--- src/hw/fgp_pkg.sv ---
`default_nettype none

package fgp_pkg;

	// Basic widths
	localparam int BYTE_LEN = 8;
	localparam int DIBIT_LEN = 2;
	localparam int DIBITS_PER_BYTE = BYTE_LEN / DIBIT_LEN;
	localparam int COLOR_LEN = 12;

	// Ethernet II header holds destination and source MAC then ethertype
	localparam int ETH_MAC_LEN = 6;
	localparam int ETH_ETHERTYPE_LEN = 2;
	localparam int ETH_HEADER_LEN = 2 * ETH_MAC_LEN + ETH_ETHERTYPE_LEN;

	// Frame-graphics packet
	localparam logic [ETH_ETHERTYPE_LEN*BYTE_LEN-1:0] ETHERTYPE_FGP = 16'h88b5;
	localparam int FGP_DATA_LEN = 48;
	localparam int FGP_DATA_LEN_COLORS = FGP_DATA_LEN * BYTE_LEN / COLOR_LEN;

	// Video memory
	localparam int VRAM_SIZE = 8192;
	localparam int VRAM_ADDR_LEN = $clog2(VRAM_SIZE);

	typedef logic [DIBIT_LEN-1:0] dibit_t;
	typedef logic [BYTE_LEN-1:0] byte_t;
	typedef logic [ETH_ETHERTYPE_LEN*BYTE_LEN-1:0] ethertype_t;
	typedef logic [BYTE_LEN-1:0] fgp_offset_t;
	typedef logic [COLOR_LEN-1:0] color_t;
	typedef logic [VRAM_ADDR_LEN-1:0] vram_addr_t;

	// Parser position within a frame
	typedef enum logic [1:0] {
		PS_HEADER,
		PS_PAYLOAD,
		PS_DISCARD
	} parse_state_t;

endpackage

`default_nettype wire

--- src/hw/bytes_to_colors.sv ---
`default_nettype none

module bytes_to_colors
	import fgp_pkg::*;
(
	input  logic   clk,
	input  logic   eth_rx_downstream_rst,
	input  logic   in_valid,
	input  byte_t  in,
	input  logic   in_done,
	output logic   out_valid,
	output color_t out
);

	// Position of the incoming byte in its group of three
	logic [1:0] cnt;
	byte_t prev;

	always_ff @(posedge clk) begin
		if (eth_rx_downstream_rst) begin
			cnt <= '0;
			out_valid <= 1'b0;
		end else begin
			out_valid <= 1'b0;
			if (in_done) begin
				cnt <= '0;
			end else if (in_valid) begin
				if (cnt == 2'd2) begin
					cnt <= '0;
				end else begin
					cnt <= cnt + 1'b1;
				end
				out_valid <= cnt != 2'd0;
			end
		end
	end

	always_ff @(posedge clk) begin
		if (in_valid) begin
			prev <= in;
			case (cnt)
				// b0 then high nibble of b1
				2'd1: out <= {prev, in[BYTE_LEN-1:BYTE_LEN/2]};
				// low nibble of b1 then b2
				2'd2: out <= {prev[BYTE_LEN/2-1:0], in};
				default: out <= out;
			endcase
		end
	end

endmodule

`default_nettype wire

--- src/hw/dibits_to_bytes.sv ---
`default_nettype none

module dibits_to_bytes
	import fgp_pkg::*;
(
	input  logic   clk,
	input  logic   eth_rx_downstream_rst,
	input  logic   in_valid,
	input  dibit_t in,
	input  logic   in_done,
	output logic   out_valid,
	output byte_t  out,
	output logic   done
);

	logic [$clog2(DIBITS_PER_BYTE)-1:0] cnt;
	byte_t shreg;
	byte_t next_byte;

	// RMII sends the least significant dibit first, so new dibits enter at the top
	assign next_byte = {in, shreg[BYTE_LEN-1:DIBIT_LEN]};

	always_ff @(posedge clk) begin
		if (eth_rx_downstream_rst) begin
			cnt <= '0;
			out_valid <= 1'b0;
			done <= 1'b0;
		end else begin
			out_valid <= 1'b0;
			done <= in_done;
			if (in_done) begin
				// Drop any partial byte so the next frame starts aligned
				cnt <= '0;
			end else if (in_valid) begin
				cnt <= cnt + 1'b1;
				if (cnt == ($bits(cnt))'(DIBITS_PER_BYTE - 1)) begin
					out_valid <= 1'b1;
				end
			end
		end
	end

	always_ff @(posedge clk) begin
		if (in_valid) begin
			shreg <= next_byte;
			if (cnt == ($bits(cnt))'(DIBITS_PER_BYTE - 1)) begin
				out <= next_byte;
			end
		end
	end

endmodule

`default_nettype wire

--- src/hw/eth_fgp_rx.sv ---
`default_nettype none

module eth_fgp_rx
	import fgp_pkg::*;
(
	input  logic       clk,
	input  logic       eth_rx_downstream_rst,
	input  logic       dibit_valid,
	input  dibit_t     dibit,
	input  logic       frame_done,
	output logic       vram_we,
	output vram_addr_t vram_waddr,
	output color_t     vram_win
);

	logic dtb_valid;
	byte_t dtb_byte;
	logic dtb_done;

	logic parse_valid;
	byte_t parse_byte;
	logic parse_done;

	logic fgp_offset_valid;
	fgp_offset_t fgp_offset;
	logic fgp_valid;
	byte_t fgp_byte;
	logic fgp_done;

	logic btc_valid;
	color_t btc_color;

	dibits_to_bytes dtb_inst (
		.clk                   (clk),
		.eth_rx_downstream_rst (eth_rx_downstream_rst),
		.in_valid              (dibit_valid),
		.in                    (dibit),
		.in_done               (frame_done),
		.out_valid             (dtb_valid),
		.out                   (dtb_byte),
		.done                  (dtb_done)
	);

	// Only FGP payload bytes leave the parser
	eth_frame_parser parser_inst (
		.clk                   (clk),
		.eth_rx_downstream_rst (eth_rx_downstream_rst),
		.in_valid              (dtb_valid),
		.in                    (dtb_byte),
		.in_done               (dtb_done),
		.out_valid             (parse_valid),
		.out                   (parse_byte),
		.done                  (parse_done)
	);

	fgp_rx fgp_rx_inst (
		.clk                   (clk),
		.eth_rx_downstream_rst (eth_rx_downstream_rst),
		.in_valid              (parse_valid),
		.in                    (parse_byte),
		.in_done               (parse_done),
		.offset_valid          (fgp_offset_valid),
		.offset                (fgp_offset),
		.out_valid             (fgp_valid),
		.out                   (fgp_byte),
		.done                  (fgp_done)
	);

	bytes_to_colors btc_inst (
		.clk                   (clk),
		.eth_rx_downstream_rst (eth_rx_downstream_rst),
		.in_valid              (fgp_valid),
		.in                    (fgp_byte),
		.in_done               (fgp_done),
		.out_valid             (btc_valid),
		.out                   (btc_color)
	);

	stream_to_memory stm_inst (
		.clk                   (clk),
		.eth_rx_downstream_rst (eth_rx_downstream_rst),
		.setoff_req            (fgp_offset_valid),
		.setoff_val            (fgp_offset),
		.in_valid              (btc_valid),
		.in                    (btc_color),
		.vram_we               (vram_we),
		.vram_waddr            (vram_waddr),
		.vram_win              (vram_win)
	);

endmodule

`default_nettype wire

--- src/hw/eth_frame_parser.sv ---
`default_nettype none

module eth_frame_parser
	import fgp_pkg::*;
(
	input  logic  clk,
	input  logic  eth_rx_downstream_rst,
	input  logic  in_valid,
	input  byte_t in,
	input  logic  in_done,
	output logic  out_valid,
	output byte_t out,
	output logic  done
);

	parse_state_t state;
	logic [$clog2(ETH_HEADER_LEN)-1:0] hdr_cnt;
	byte_t ethertype_hi;
	ethertype_t ethertype_rx;
	logic last_hdr_byte;

	// Ethertype is big endian with the high byte one header byte earlier
	assign ethertype_rx = {ethertype_hi, in};
	assign last_hdr_byte = hdr_cnt == ($bits(hdr_cnt))'(ETH_HEADER_LEN - 1);

	always_ff @(posedge clk) begin
		if (eth_rx_downstream_rst) begin
			state <= PS_HEADER;
			hdr_cnt <= '0;
		end else if (in_done) begin
			state <= PS_HEADER;
			hdr_cnt <= '0;
		end else if (in_valid && state == PS_HEADER) begin
			hdr_cnt <= hdr_cnt + 1'b1;
			if (last_hdr_byte) begin
				if (ethertype_rx == ETHERTYPE_FGP) begin
					state <= PS_PAYLOAD;
				end else begin
					state <= PS_DISCARD;
				end
			end
		end
	end

	// High ethertype byte sits right after both MAC addresses
	always_ff @(posedge clk) begin
		if (in_valid && state == PS_HEADER &&
				hdr_cnt == ($bits(hdr_cnt))'(2 * ETH_MAC_LEN)) begin
			ethertype_hi <= in;
		end
	end

	always_ff @(posedge clk) begin
		if (eth_rx_downstream_rst) begin
			out_valid <= 1'b0;
			done <= 1'b0;
		end else begin
			out_valid <= in_valid && state == PS_PAYLOAD;
			done <= in_done;
		end
	end

	always_ff @(posedge clk) begin
		if (in_valid) begin
			out <= in;
		end
	end

endmodule

`default_nettype wire

--- src/hw/fgp_rx.sv ---
`default_nettype none

module fgp_rx
	import fgp_pkg::*;
(
	input  logic        clk,
	input  logic        eth_rx_downstream_rst,
	input  logic        in_valid,
	input  byte_t       in,
	input  logic        in_done,
	output logic        offset_valid,
	output fgp_offset_t offset,
	output logic        out_valid,
	output byte_t       out,
	output logic        done
);

	logic have_offset;
	logic [$clog2(FGP_DATA_LEN+1)-1:0] data_cnt;
	logic data_full;

	assign data_full = data_cnt == ($bits(data_cnt))'(FGP_DATA_LEN);

	always_ff @(posedge clk) begin
		if (eth_rx_downstream_rst) begin
			have_offset <= 1'b0;
			data_cnt <= '0;
			offset_valid <= 1'b0;
			out_valid <= 1'b0;
			done <= 1'b0;
		end else begin
			offset_valid <= 1'b0;
			out_valid <= 1'b0;
			done <= in_done;
			if (in_done) begin
				have_offset <= 1'b0;
				data_cnt <= '0;
			end else if (in_valid) begin
				if (!have_offset) begin
					have_offset <= 1'b1;
					offset_valid <= 1'b1;
				end else if (!data_full) begin
					// Bytes past the data block are dropped until done
					data_cnt <= data_cnt + 1'b1;
					out_valid <= 1'b1;
				end
			end
		end
	end

	always_ff @(posedge clk) begin
		if (in_valid) begin
			if (!have_offset) begin
				offset <= in;
			end
			out <= in;
		end
	end

endmodule

`default_nettype wire

--- src/hw/stream_to_memory.sv ---
`default_nettype none

module stream_to_memory
	import fgp_pkg::*;
(
	input  logic        clk,
	input  logic        eth_rx_downstream_rst,
	input  logic        setoff_req,
	input  fgp_offset_t setoff_val,
	input  logic        in_valid,
	input  color_t      in,
	output logic        vram_we,
	output vram_addr_t  vram_waddr,
	output color_t      vram_win
);

	vram_addr_t wptr;

	always_ff @(posedge clk) begin
		if (eth_rx_downstream_rst) begin
			wptr <= '0;
			vram_we <= 1'b0;
		end else begin
			vram_we <= in_valid;
			if (setoff_req) begin
				// Each offset step is one packet's worth of colors
				wptr <= vram_addr_t'({setoff_val, {$clog2(FGP_DATA_LEN_COLORS){1'b0}}});
			end else if (in_valid) begin
				wptr <= wptr + 1'b1;
			end
		end
	end

	always_ff @(posedge clk) begin
		if (in_valid) begin
			vram_waddr <= wptr;
			vram_win <= in;
		end
	end

endmodule

`default_nettype wire

--- config.mk ---
export PLATFORM = sky130hd
export DESIGN_NAME = eth_fgp_rx
export DESIGN_NICKNAME = d
export VERILOG_FILES = /design/src/hw/fgp_pkg.sv /design/src/hw/bytes_to_colors.sv /design/src/hw/dibits_to_bytes.sv /design/src/hw/eth_fgp_rx.sv /design/src/hw/eth_frame_parser.sv /design/src/hw/fgp_rx.sv /design/src/hw/stream_to_memory.sv
export SDC_FILE = /design/constraint.sdc
export NUM_CORES = 1
export LEC_CHECK = 0
export BUFFER_PORTS_ARGS = -buffer_cell sky130_fd_sc_hd__buf_4
export CORE_MARGIN = 4
export CORE_UTILIZATION = 38
export DETAILED_ROUTE_END_ITERATION = 10
export SKIP_CTS_REPAIR_TIMING = 1
export SLEW_MARGIN = 5
export SYNTH_ARGS = -nofsm -noshare
export SYNTH_HDL_FRONTEND = slang
export SYNTH_SLANG_ARGS = --single-unit
--- constraint.sdc ---
create_clock -name clk -period 2.15 [get_ports clk]
set_clock_uncertainty 0.05 [all_clocks]
set_input_delay 0.1075 -clock clk [delete_from_list [all_inputs] [get_ports clk]]
set_output_delay 0.1075 -clock clk [all_outputs]
set_load 0.005 [all_outputs]
Word-level counts from Yosys, hierarchy flattened:

Cells that the tools add are included.

* register bits: 132
* input bits: 6
* output and inout port bits: 26
* logic and storage cells: 74

* add/sub/neg operators: 5
* equal/unequal tests: 8
* muxes and demuxes: 8
* bitwise logic cells: 5
* reductions and logical operators: 21

Operators with widths (count)
* $mux W13: 2
* $pmux W12 S2: 1
* $eq A16 B16 Y1 const B: 1
* $add A13 B1 Y13 const B: 1
* $reduce_or A2 Y1: 5
* $reduce_or A3 Y1: 3
* $eq A4 B4 Y1 const B: 2
* $reduce_and A2 Y1: 4
* $add A6 B1 Y6 const B: 1
* $eq A6 B6 Y1 const B: 1
* $reduce_bool A2 Y1: 3
* $not A1 Y1: 5
* $add A2 B1 Y2 const B: 2
* $add A4 B1 Y4 const B: 1
* $eq A2 B1 Y1 const B: 2
* $eq A2 B2 Y1 const B: 2
* $mux W2: 2
* $reduce_or A4 Y1: 1
* $logic_and A1 B1 Y1: 3
* $mux W1: 3
* $reduce_and A3 Y1: 1
* $logic_not A2 Y1: 1

Depth between registers and ports, before layout:

Gate-level depths: netlist of run 1.

* depth after elaboration: 3
* mapped depth: 6
* gate-level depth less buffers: 6

By module:

From an unflattened synthesis of run 1, not the netlist that was laid out.

* cell total of the unflattened synthesis: 306
* area total of the unflattened synthesis: 4820.9 sq um

Modules (own cells, without submodules)
* stream_to_memory: instances 1, cells each 108, area an instance 1485.2 sq um, seq. area each 1031.0 sq um
* bytes_to_colors: instances 1, cells each 49, area an instance 955.9 sq um, seq. area each 660.6 sq um
* fgp_rx: instances 1, cells each 64, area an instance 908.4 sq um, seq. area each 680.7 sq um
* eth_frame_parser: instances 1, cells each 59, area an instance 897.1 sq um, seq. area each 640.6 sq um
* dibits_to_bytes: instances 1, cells each 26, area an instance 574.3 sq um, seq. area each 500.5 sq um

Least setup slack after synthesis of run 1:

OpenSTA, ideal clock, no wires.

* path type: reg-to-reg
* from: reg btc_inst.out_valid
* to: reg stm_inst.wptr[8]
* library setup time: 0.068 ns
* data arrival time: 1.869 ns
* required time: 2.032 ns
* path slack: 0.164 ns
* stages on the path, launching flop included: 6
* path buffers: 1
* clock period less this slack: 1.986 ns
* path through: dfxtp_1 -> buf_2 -> nand4_4 -> or3_1 -> a21o_1 -> a21oi_2

* cells in the longest elaborated chain, start to end: 1

RTL lines
* from (decl): RTL line bytes_to_colors.sv:11 `output logic out_valid,`
* from (signal assigned): RTL line bytes_to_colors.sv:22 `out_valid <= 1'b0;`
* from (signal assigned): RTL line bytes_to_colors.sv:24 `out_valid <= 1'b0;`
* from (signal assigned): RTL line bytes_to_colors.sv:33 `out_valid <= cnt != 2'd0;`
* $reduce_bool A2 Y1 (no line)
* to (signal assigned): RTL line stream_to_memory.sv:27 `wptr <= vram_addr_t'({setoff_val, {$clog2(FGP_DATA_LEN_COLORS){1'b0}}});`
* to (signal assigned): RTL line stream_to_memory.sv:29 `wptr <= wptr + 1'b1;`
* to (decl): RTL line stream_to_memory.sv:17 `vram_addr_t wptr;`

No other way between the ends.
A chain may end at the register's enable or synchronous reset.

Worst setup path in the final report of run 1:

* from: reg btc_inst.cnt[0]
* to: reg btc_inst.out[4] (data pin)

* cells in the longest elaborated chain, start to end: 2
* elaborated cells between the ends (all ways): 3
* classes of those cells: eq/ne: 2; mux: 1

RTL lines
* from (decl): RTL line bytes_to_colors.sv:16 `logic [1:0] cnt;`
* from (signal assigned): RTL line bytes_to_colors.sv:31 `cnt <= cnt + 1'b1;`
* $eq A2 B2 Y1 or $eq A2 B1 Y1 (tied branches): RTL line bytes_to_colors.sv:41 `case (cnt)`
* $pmux W12 S2 (*): RTL line bytes_to_colors.sv:41
* to (signal assigned): RTL line bytes_to_colors.sv:43 `2'd1: out <= {prev, in[BYTE_LEN-1:BYTE_LEN/2]};`
* to (signal assigned): RTL line bytes_to_colors.sv:45 `2'd2: out <= {prev[BYTE_LEN/2-1:0], in};`
* to (signal assigned): RTL line bytes_to_colors.sv:46 `default: out <= out;`
* to (decl): RTL line bytes_to_colors.sv:12 `output color_t out`

Mark *: on every way between the ends. The rest lies on a longest branch, timed or not.

==> results of run 1 <==
-- path summary, 6_finish.rpt --
check,start,endpoint
max,btc_inst.cnt[0]$_SDFFE_PP0P_,btc_inst.out[4]$_DFFE_PP_
min,eth_rx_downstream_rst,dtb_inst.done$_SDFF_PP0_
max reg2reg,btc_inst.cnt[0]$_SDFFE_PP0P_,btc_inst.out[4]$_DFFE_PP_
min reg2reg,btc_inst.out[9]$_DFFE_PP_,stm_inst.vram_win[9]$_DFFE_PP_
-- per-stage QoR --
| stage | instance area (um2) | std cells |
|---|---|---|
| after floorplan | 4700 | 297 |
| after global placement | 5160 | 494 |
| after detailed placement | 5160 | 494 |
| after CTS | 5740 | 526 |
| after global routing | 5780 | 530 |
| final | 5780 | 530 |
-- power breakdown --
group          total [uW]  internal (uW)  switching (uW)
Sequential           2670           2660            5.33
Combinational        40.6           18.3            22.3
Clock                2750           1740            1010
Total                5460           4420            1040
-- cell families after synthesis --
logic type / synth area share (%)
AO/OA/AOI/OAI: 3.27
XOR/XNOR: 3.54
adder cells (fa/ha/maj): 2.93
buffers and inverters: 1.86
flip-flops: 74.7
multiplexers: 3.94
AND/OR/NAND/NOR: 9.74
-- worst register-to-register path, cell delays in order, from the launching register on --
cell and delay (ns):
dfxtp_1 0.32, inv_1 0.10, ha_1 0.53, mux2_2 0.41
-- registers in the layout, summed over array words and instances (netlist names), 12 cells and up --
register,flops
stm_inst.vram_waddr,13
btc_inst.out,12
stm_inst.wptr,13
stm_inst.vram_win,12
-- cell type report --
cell class                 instances  area (um2)
timing repair buffer              41         318
clock buffer                      20         447
sequential                       130        3510
clock inverter                    12         135
tap                              168         210
multi-input combinational        144        1100
inverter                          15        56.3
fill                            1004        6280
-- per-layer routing --
| metal | GRT usage (%) | vias to the layer above |
|---|---|---|
| met1 | 12.6 | 1099 |
| met5 | 0 | - |
| met4 | 5.65 | 0 |
| met3 | 4.27 | 12 |
| li1 | - | 1198 |
| met2 | 15.7 | 44 |
-- Yosys cell counts, types with 2 or more instances --
| cell type | number | share of area [%] |
|---|---|---|
| xor2_1 | 12 | 2.2 |
| o21ai_0 | 2 | 0.21 |
| dfxtp_1 | 39 | 17 |
| nand2_1 | 6 | 0.48 |
| nand4_1 | 4 | 0.53 |
| and4_1 | 2 | 0.37 |
| a21oi_1 | 8 | 0.85 |
| o21a_1 | 6 | 0.96 |
| xnor2_1 | 7 | 1.3 |
| nor2_1 | 16 | 1.3 |
| clkbuf_1 | 6 | 0.48 |
| or2_2 | 2 | 0.27 |
| nand3_1 | 6 | 0.64 |
| nor4b_1 | 3 | 0.56 |
| nor2b_1 | 5 | 0.67 |
| a21o_1 | 2 | 0.32 |
| inv_1 | 15 | 1.2 |
| nor3b_1 | 2 | 0.32 |
| nor4_1 | 2 | 0.27 |
| ha_1 | 11 | 2.9 |
| nand4_4 | 2 | 0.90 |
| nor4bb_1 | 2 | 0.43 |
| or3_1 | 2 | 0.27 |
| edfxtp_1 | 91 | 58 |
| mux2i_1 | 5 | 1.1 |
| and2_1 | 4 | 0.53 |
| nor3_1 | 11 | 1.2 |
| mux2_2 | 12 | 2.9 |
==> metrics, run 1 <==
status=completed; register area share after synthesis=74.7%; minimum clock period=1.66 ns; Min-Delay Path Depth=2; Crit Path Max Fanout=12; RSZ-0062 raised after global routing=no; worst reg-to-reg path cell count=3; Tot Pwr=5460 uW; fmax=602 MHz; Top Layer Used=met4; P_leak=0.00208 uW; gr usage total=10.4%; CTS Buf Count=17; largest net degree at the start of global routing=27; Setup crit start kind=flip-flop; # DRC=0; Slowest-stage cell, CP=ha_1; cells after synthesis=297; clk buf depth=2; Final nets=366; Final Max Slew Viols=0; CTS tree=yes; flops & latches, synth=130; Final Hold Violating Endpoints=0; site row count=40; global-route wire length before repair=11,300 um; CTS Sinks=130; Reg2Reg Setup Slack=0.49 ns; worst hold path type=in -> reg; # IOs=32; Initial Util=39.0%; Via-to-Cell Ratio=4.44; ys async rst share=0%; GPL Wtd Cong=0.783; drt wl/cell=12.6 um; commonest non-fill, non-tap cell in the layout=edfxtp_1; max cap viols=0; period utilization=77.2%; Peak VDD IR=0.522 mV; I/O Buffers=31; Slew @ Worst Pin=0.696 ns; EDFF count, synth=91; most frequent cells in the layout=edfxtp_1, dfxtp_1, buf_4, clkbuf_16, nor2_1; final setup fails=0; slew margin rel.=53.5%; wire length on met2=3280 um; share of cells above drive strength 1=24.0%; vias in the first global route=2,318; worst endpoint required time=2.25 ns; Die ar.=14,200 um2; PD cells=944 nW/um2; number of routed nets with antenna violations=0; post-place setup slack=0.486 ns; syn avg cell area=15.8 um2; Unique masters post-synth=40; Worst Path Buf+Inv=1; Root Buffer=clkbuf_16; DP Wirelength=4490 um; mapped cell area=4700 um2; die width=119 um; Die Height=119 um; htree depth=4; crit path kind=reg -> reg; CP Data Arrival Time=1.76 ns; initial antenna violation count=0; Total Wirelength=6700 um; Crit path largest cell delay=0.53 ns; final core occ=47.9%; element type at the critical path end=flip-flop; Clock transition at path regs=0.06 ns; core area=12,100 um2; met1 WL=2990 um; area delta synth->final=22.9%; met3 wire len=305 um; Levels on crit path=3; Iter 0 DRT Violations=192; CP cell instances=inv_1 -> ha_1 -> mux2_2; Top FF cell, synth=edfxtp_1; Remaining Overflow, GRT=0; Worst-Skew Late Latency=0.40 ns; routed via count=2,353; Ant. Diodes=0; yosys synthesis warning count=0; Final WS setup=0.490 ns; Worst path top cell family by delay=adder cells; WHS=0.0236 ns; DRT Pass-1 Iters=4; syn_nets=314; setup TNS=0 ns
(Power assumes the default switching activity.)
==> inputs of run 2 (changes only) <==
- clock period: 2.15 -> 1.3 ns (I/O delays scaled with it)
==> metrics, run 2 (synthesis results as in run 1) <==
share of cells above drive strength 1=40.0%; routed via count=2,536; GPL Wtd Cong=0.780; biggest regs=stm_inst.vram_waddr (13), stm_inst.wptr (13); CP Data Arrival Time=1.68 ns; Via-to-Cell Ratio=4.45; filler-free cell count of the finished design=570; number of routed nets with antenna violations=0; Worst-Skew Late Latency=0.40 ns; Root Buffer=clkbuf_16; Storage cell area=3540 um2; setup TNS=-0.360 ns; gr usage total=11.2%; die width=119 um; initial antenna violation count=0; Ant. Diodes=0; Crit Path Max Fanout=6; P_leak=0.00230 uW; Remaining Overflow, GRT=0; Final nets=406; Peak VDD IR=0.768 mV; Final Hold Violating Endpoints=0; dpl cells=524; largest net degree at the start of global routing=22; DRT Pass-1 Iters=4; Die ar.=14,200 um2; CTS Buf Count=17; Final WS setup=-0.0896 ns; Tot Pwr=9260 uW; core area=12,100 um2; most frequent cells in the layout=edfxtp_1, buf_4, dfxtp_1, clkbuf_16, nor2_1; CTS tree=yes; Total Wirelength=7340 um; fillers=977; site row count=40; Slew @ Worst Pin=0.327 ns; minimum clock period=1.39 ns; RSZ-0062 raised after global routing=yes; fmax=720 MHz; global-route wire length before repair=12,500 um; # IOs=32; period utilization=107%; # DRC=0; PD cells=1460 nW/um2; I/O Buffers=31; failing checks=negative setup slack; element type at the critical path end=flip-flop; DP Wirelength=4650 um; crit path kind=reg -> reg; max cap viols=0; Setup crit start kind=flip-flop; slew margin rel.=78.2%; Final Max Slew Viols=0; multi-input logic area=1290 um2; clk buf depth=2; final setup fails=19; htree depth=4; worst reg-to-reg path cell count=5; status=finished, violations left; Die Height=119 um; Initial Util=39.0%; vias in the first global route=2,570; worst endpoint required time=1.59 ns; CTS Sinks=130; Iter 0 DRT Violations=164; area delta synth->final=35.2%; Min-Delay Path Depth=2; drt wl/cell=12.9 um; worst hold path type=in -> reg; commonest non-fill, non-tap cell in the layout=edfxtp_1; Clock transition at path regs=0.06 ns
-- run 2: cell types whose count changed in the layout (fill, tap and decap cells not counted), moves of 4 or more --
cell	previous run	this run
buf_4	37	69
clkinv_4	6	2
dfxtp_1	39	26
dfxtp_2	0	9
dfxtp_4	0	4
ha_1	11	6
ha_4	0	4
inv_6	0	5
mux2_2	12	0
mux2_4	0	12
-- run 2: per-layer routing --
| layer | vias to the layer above | GRT usage [%] | part of all wire (%) |
|---|---|---|---|
| met5 | - | 0 | 0 |
| met4 | 0 | 5.21 | 1.1 |
| met3 | 9 | 4.13 | 4.2 |
| met2 | 50 | 17.5 | 50 |
| met1 | 1198 | 13.8 | 44 |
| li1 | 1279 | - | - |
-- run 2: cell type report --
cell class                 instances  area share, %
sequential                       130           55.7
multi-input combinational        145           20.3
timing repair buffer              80           10.3
clock buffer                      17           6.69
tap                              168           3.31
clock inverter                    15           2.85
inverter                          15          0.964
-- run 2: report_power, final --
group / internal [uW] / switching, uW / total (uW)
clock network: 3030 / 1750 / 4780
registers: 4400 / 8.12 / 4410
logic: 34.7 / 39.0 / 73.6
total: 7460 / 1790 / 9260
-- run 2: path summary, 6_finish.rpt --
path	start	end	slack [ns]
worst max register to register	stm_inst.wptr[1]$_SDFFE_PP0P_	stm_inst.wptr[6]$_SDFFE_PP0P_	-0.09
worst min-delay path	dibit[0]	dtb_inst.out[6]$_DFFE_PP_	0.33
worst min register to register	btc_inst.out[7]$_DFFE_PP_	stm_inst.vram_win[7]$_DFFE_PP_	0.37
worst max-delay path	stm_inst.wptr[1]$_SDFFE_PP0P_	stm_inst.wptr[6]$_SDFFE_PP0P_	-0.09
-- run 2: worst max-delay path, cell delays in order (launching register included) --
cell and delay [ns]:
dfxtp_2 0.36, ha_4 0.15, nand4_4 0.11, or3_1 0.39
a21o_1 0.17, a21oi_2 0.10
-- run 2: stage by stage --
step	utilization (%)	setup slack, ns	hold slack [ns]	area [um2]
finish	52.7	-0.0896	0.334	6360
global route	52.7	-0.195	0.349	6360
CTS	50.2	-0.145	-0.230	6050
detailed placement	45.1	-0.132	0.205	5440
global placement	45.1	-0.110	0.204	5440
floorplan	-	-0.180	0.0811	4760
==> inputs of run 3 (changes only) <==
- RECOVER_POWER: not set -> 50
==> metrics, run 3 (synthesis results as in run 1) <==
Peak VDD IR=0.771 mV; Final Hold Violating Endpoints=0; Slew @ Worst Pin=0.475 ns; Worst path top cell family by delay=simple AND/OR/NAND/NOR gates; site row count=40; CP cell instances=ha_4 -> nand4_4 -> or3_1 -> a21o_1 -> a21oi_2; biggest regs=stm_inst.vram_waddr (13), stm_inst.wptr (13); worst reg-to-reg path cell count=5; clk buf depth=2; initial antenna violation count=0; gr usage total=11.2%; I/O Buffers=31; status=finished, violations left; DP Wirelength=4650 um; Min-Delay Path Depth=3; largest net degree at the start of global routing=22; global-route wire length before repair=12,500 um; Final nets=406; drt wl/cell=12.9 um; Total Wirelength=7340 um; fmax=718 MHz; RSZ-0062 raised after global routing=yes; post-place setup slack=-0.132 ns; worst hold path type=in -> reg; Root Buffer=clkbuf_16; area delta synth->final=34.0%; max cap viols=0; element type at the critical path end=flip-flop; Die Height=119 um; routed via count=2,560; CTS Sinks=130; Crit path largest cell delay=0.39 ns; minimum clock period=1.39 ns; Slowest-stage cell, CP=or3_1; worst endpoint required time=1.59 ns; Tot Pwr=9260 uW; # IOs=32; period utilization=107%; P_leak=0.00225 uW; Levels on crit path=5; htree depth=4; crit path kind=reg -> reg; Remaining Overflow, GRT=0; CP Data Arrival Time=1.68 ns; failing checks=negative setup slack; Clock transition at path regs=0.06 ns; die width=119 um; Worst-Skew Late Latency=0.40 ns; CTS Buf Count=17; GPL Wtd Cong=0.780; Worst Path Buf+Inv=0; commonest non-fill, non-tap cell in the layout=edfxtp_1; Crit Path Max Fanout=6; CTS tree=yes; Die ar.=14,200 um2; core area=12,100 um2; Ant. Diodes=0; number of routed nets with antenna violations=0; Final WS setup=-0.0933 ns; Final Max Slew Viols=0; # DRC=0; Initial Util=39.0%; vias in the first global route=2,570; final setup fails=19; most frequent cells in the layout=edfxtp_1, buf_4, dfxtp_1, clkbuf_16, nor2_1; Via-to-Cell Ratio=4.49; DRT Pass-1 Iters=4; share of cells above drive strength 1=36.3%; PD cells=1470 nW/um2; slew margin rel.=68.3%; Setup crit start kind=flip-flop; Iter 0 DRT Violations=150
run 3: area by class of cell:
cell class              count  area, um2
clock buffers              17        425
clock inverters            15        181
fillers                   990       5760
inverters                  15       61.3
multi-input cells         145       1290
flip-flops and latches    130       3530
well taps                 168        210
repair buffers             80        604
run 3: layer usage:
metal	share of wire (%)	vias up	GRT usage [%]	wire length (um)
met5	0	-	0	0
met3	4.4	11	4.13	323
li1	-	1280	-	-
met4	1.6	0	5.21	119
met1	45	1223	13.8	3270
met2	49	46	17.5	3630
run 3: final timing paths:
kind,from,endpoint,slack (ns)
worst min-delay path,frame_done,dtb_inst.cnt[0]$_SDFFE_PP0P_,0.34
worst max-delay path,stm_inst.wptr[1]$_SDFFE_PP0P_,stm_inst.wptr[6]$_SDFFE_PP0P_,-0.09
worst min register to register,btc_inst.out[7]$_DFFE_PP_,stm_inst.vram_win[7]$_DFFE_PP_,0.37
worst max register to register,stm_inst.wptr[1]$_SDFFE_PP0P_,stm_inst.wptr[6]$_SDFFE_PP0P_,-0.09
run 3: stage by stage:
stage | util [%] | cell area (um2) | setup TNS, ns | std cells | hold slack (ns)
after floorplan | - | 4760 | -1.64 | 297 | 0.0811
after global placement | 45.1 | 5440 | -0.786 | 524 | 0.204
after detailed placement | 45.1 | 5440 | -1.39 | 524 | 0.205
after CTS | 50.2 | 6050 | -1.92 | 556 | -0.230
after global routing | 52.2 | 6300 | -2.93 | 570 | 0.365
final | 52.2 | 6300 | -0.423 | 570 | 0.338
run 3: worst reg2reg max path: stages (launching register included):
cell	delay, ns
dfxtp_2	0.36
ha_4	0.15
nand4_4	0.11
or3_1	0.39
a21o_1	0.17
a21oi_2	0.10
run 3: power by group:
| group | switching (uW) | total (uW) | leakage [uW] | internal [uW] |
|---|---|---|---|---|
| Sequential | 8.11 | 4410 | 0.00113 | 4400 |
| Combinational | 38.7 | 70.6 | 0.000833 | 31.9 |
| Clock | 1750 | 4780 | 0.000284 | 3030 |
| Total | 1800 | 9260 | 0.00225 | 7460 |
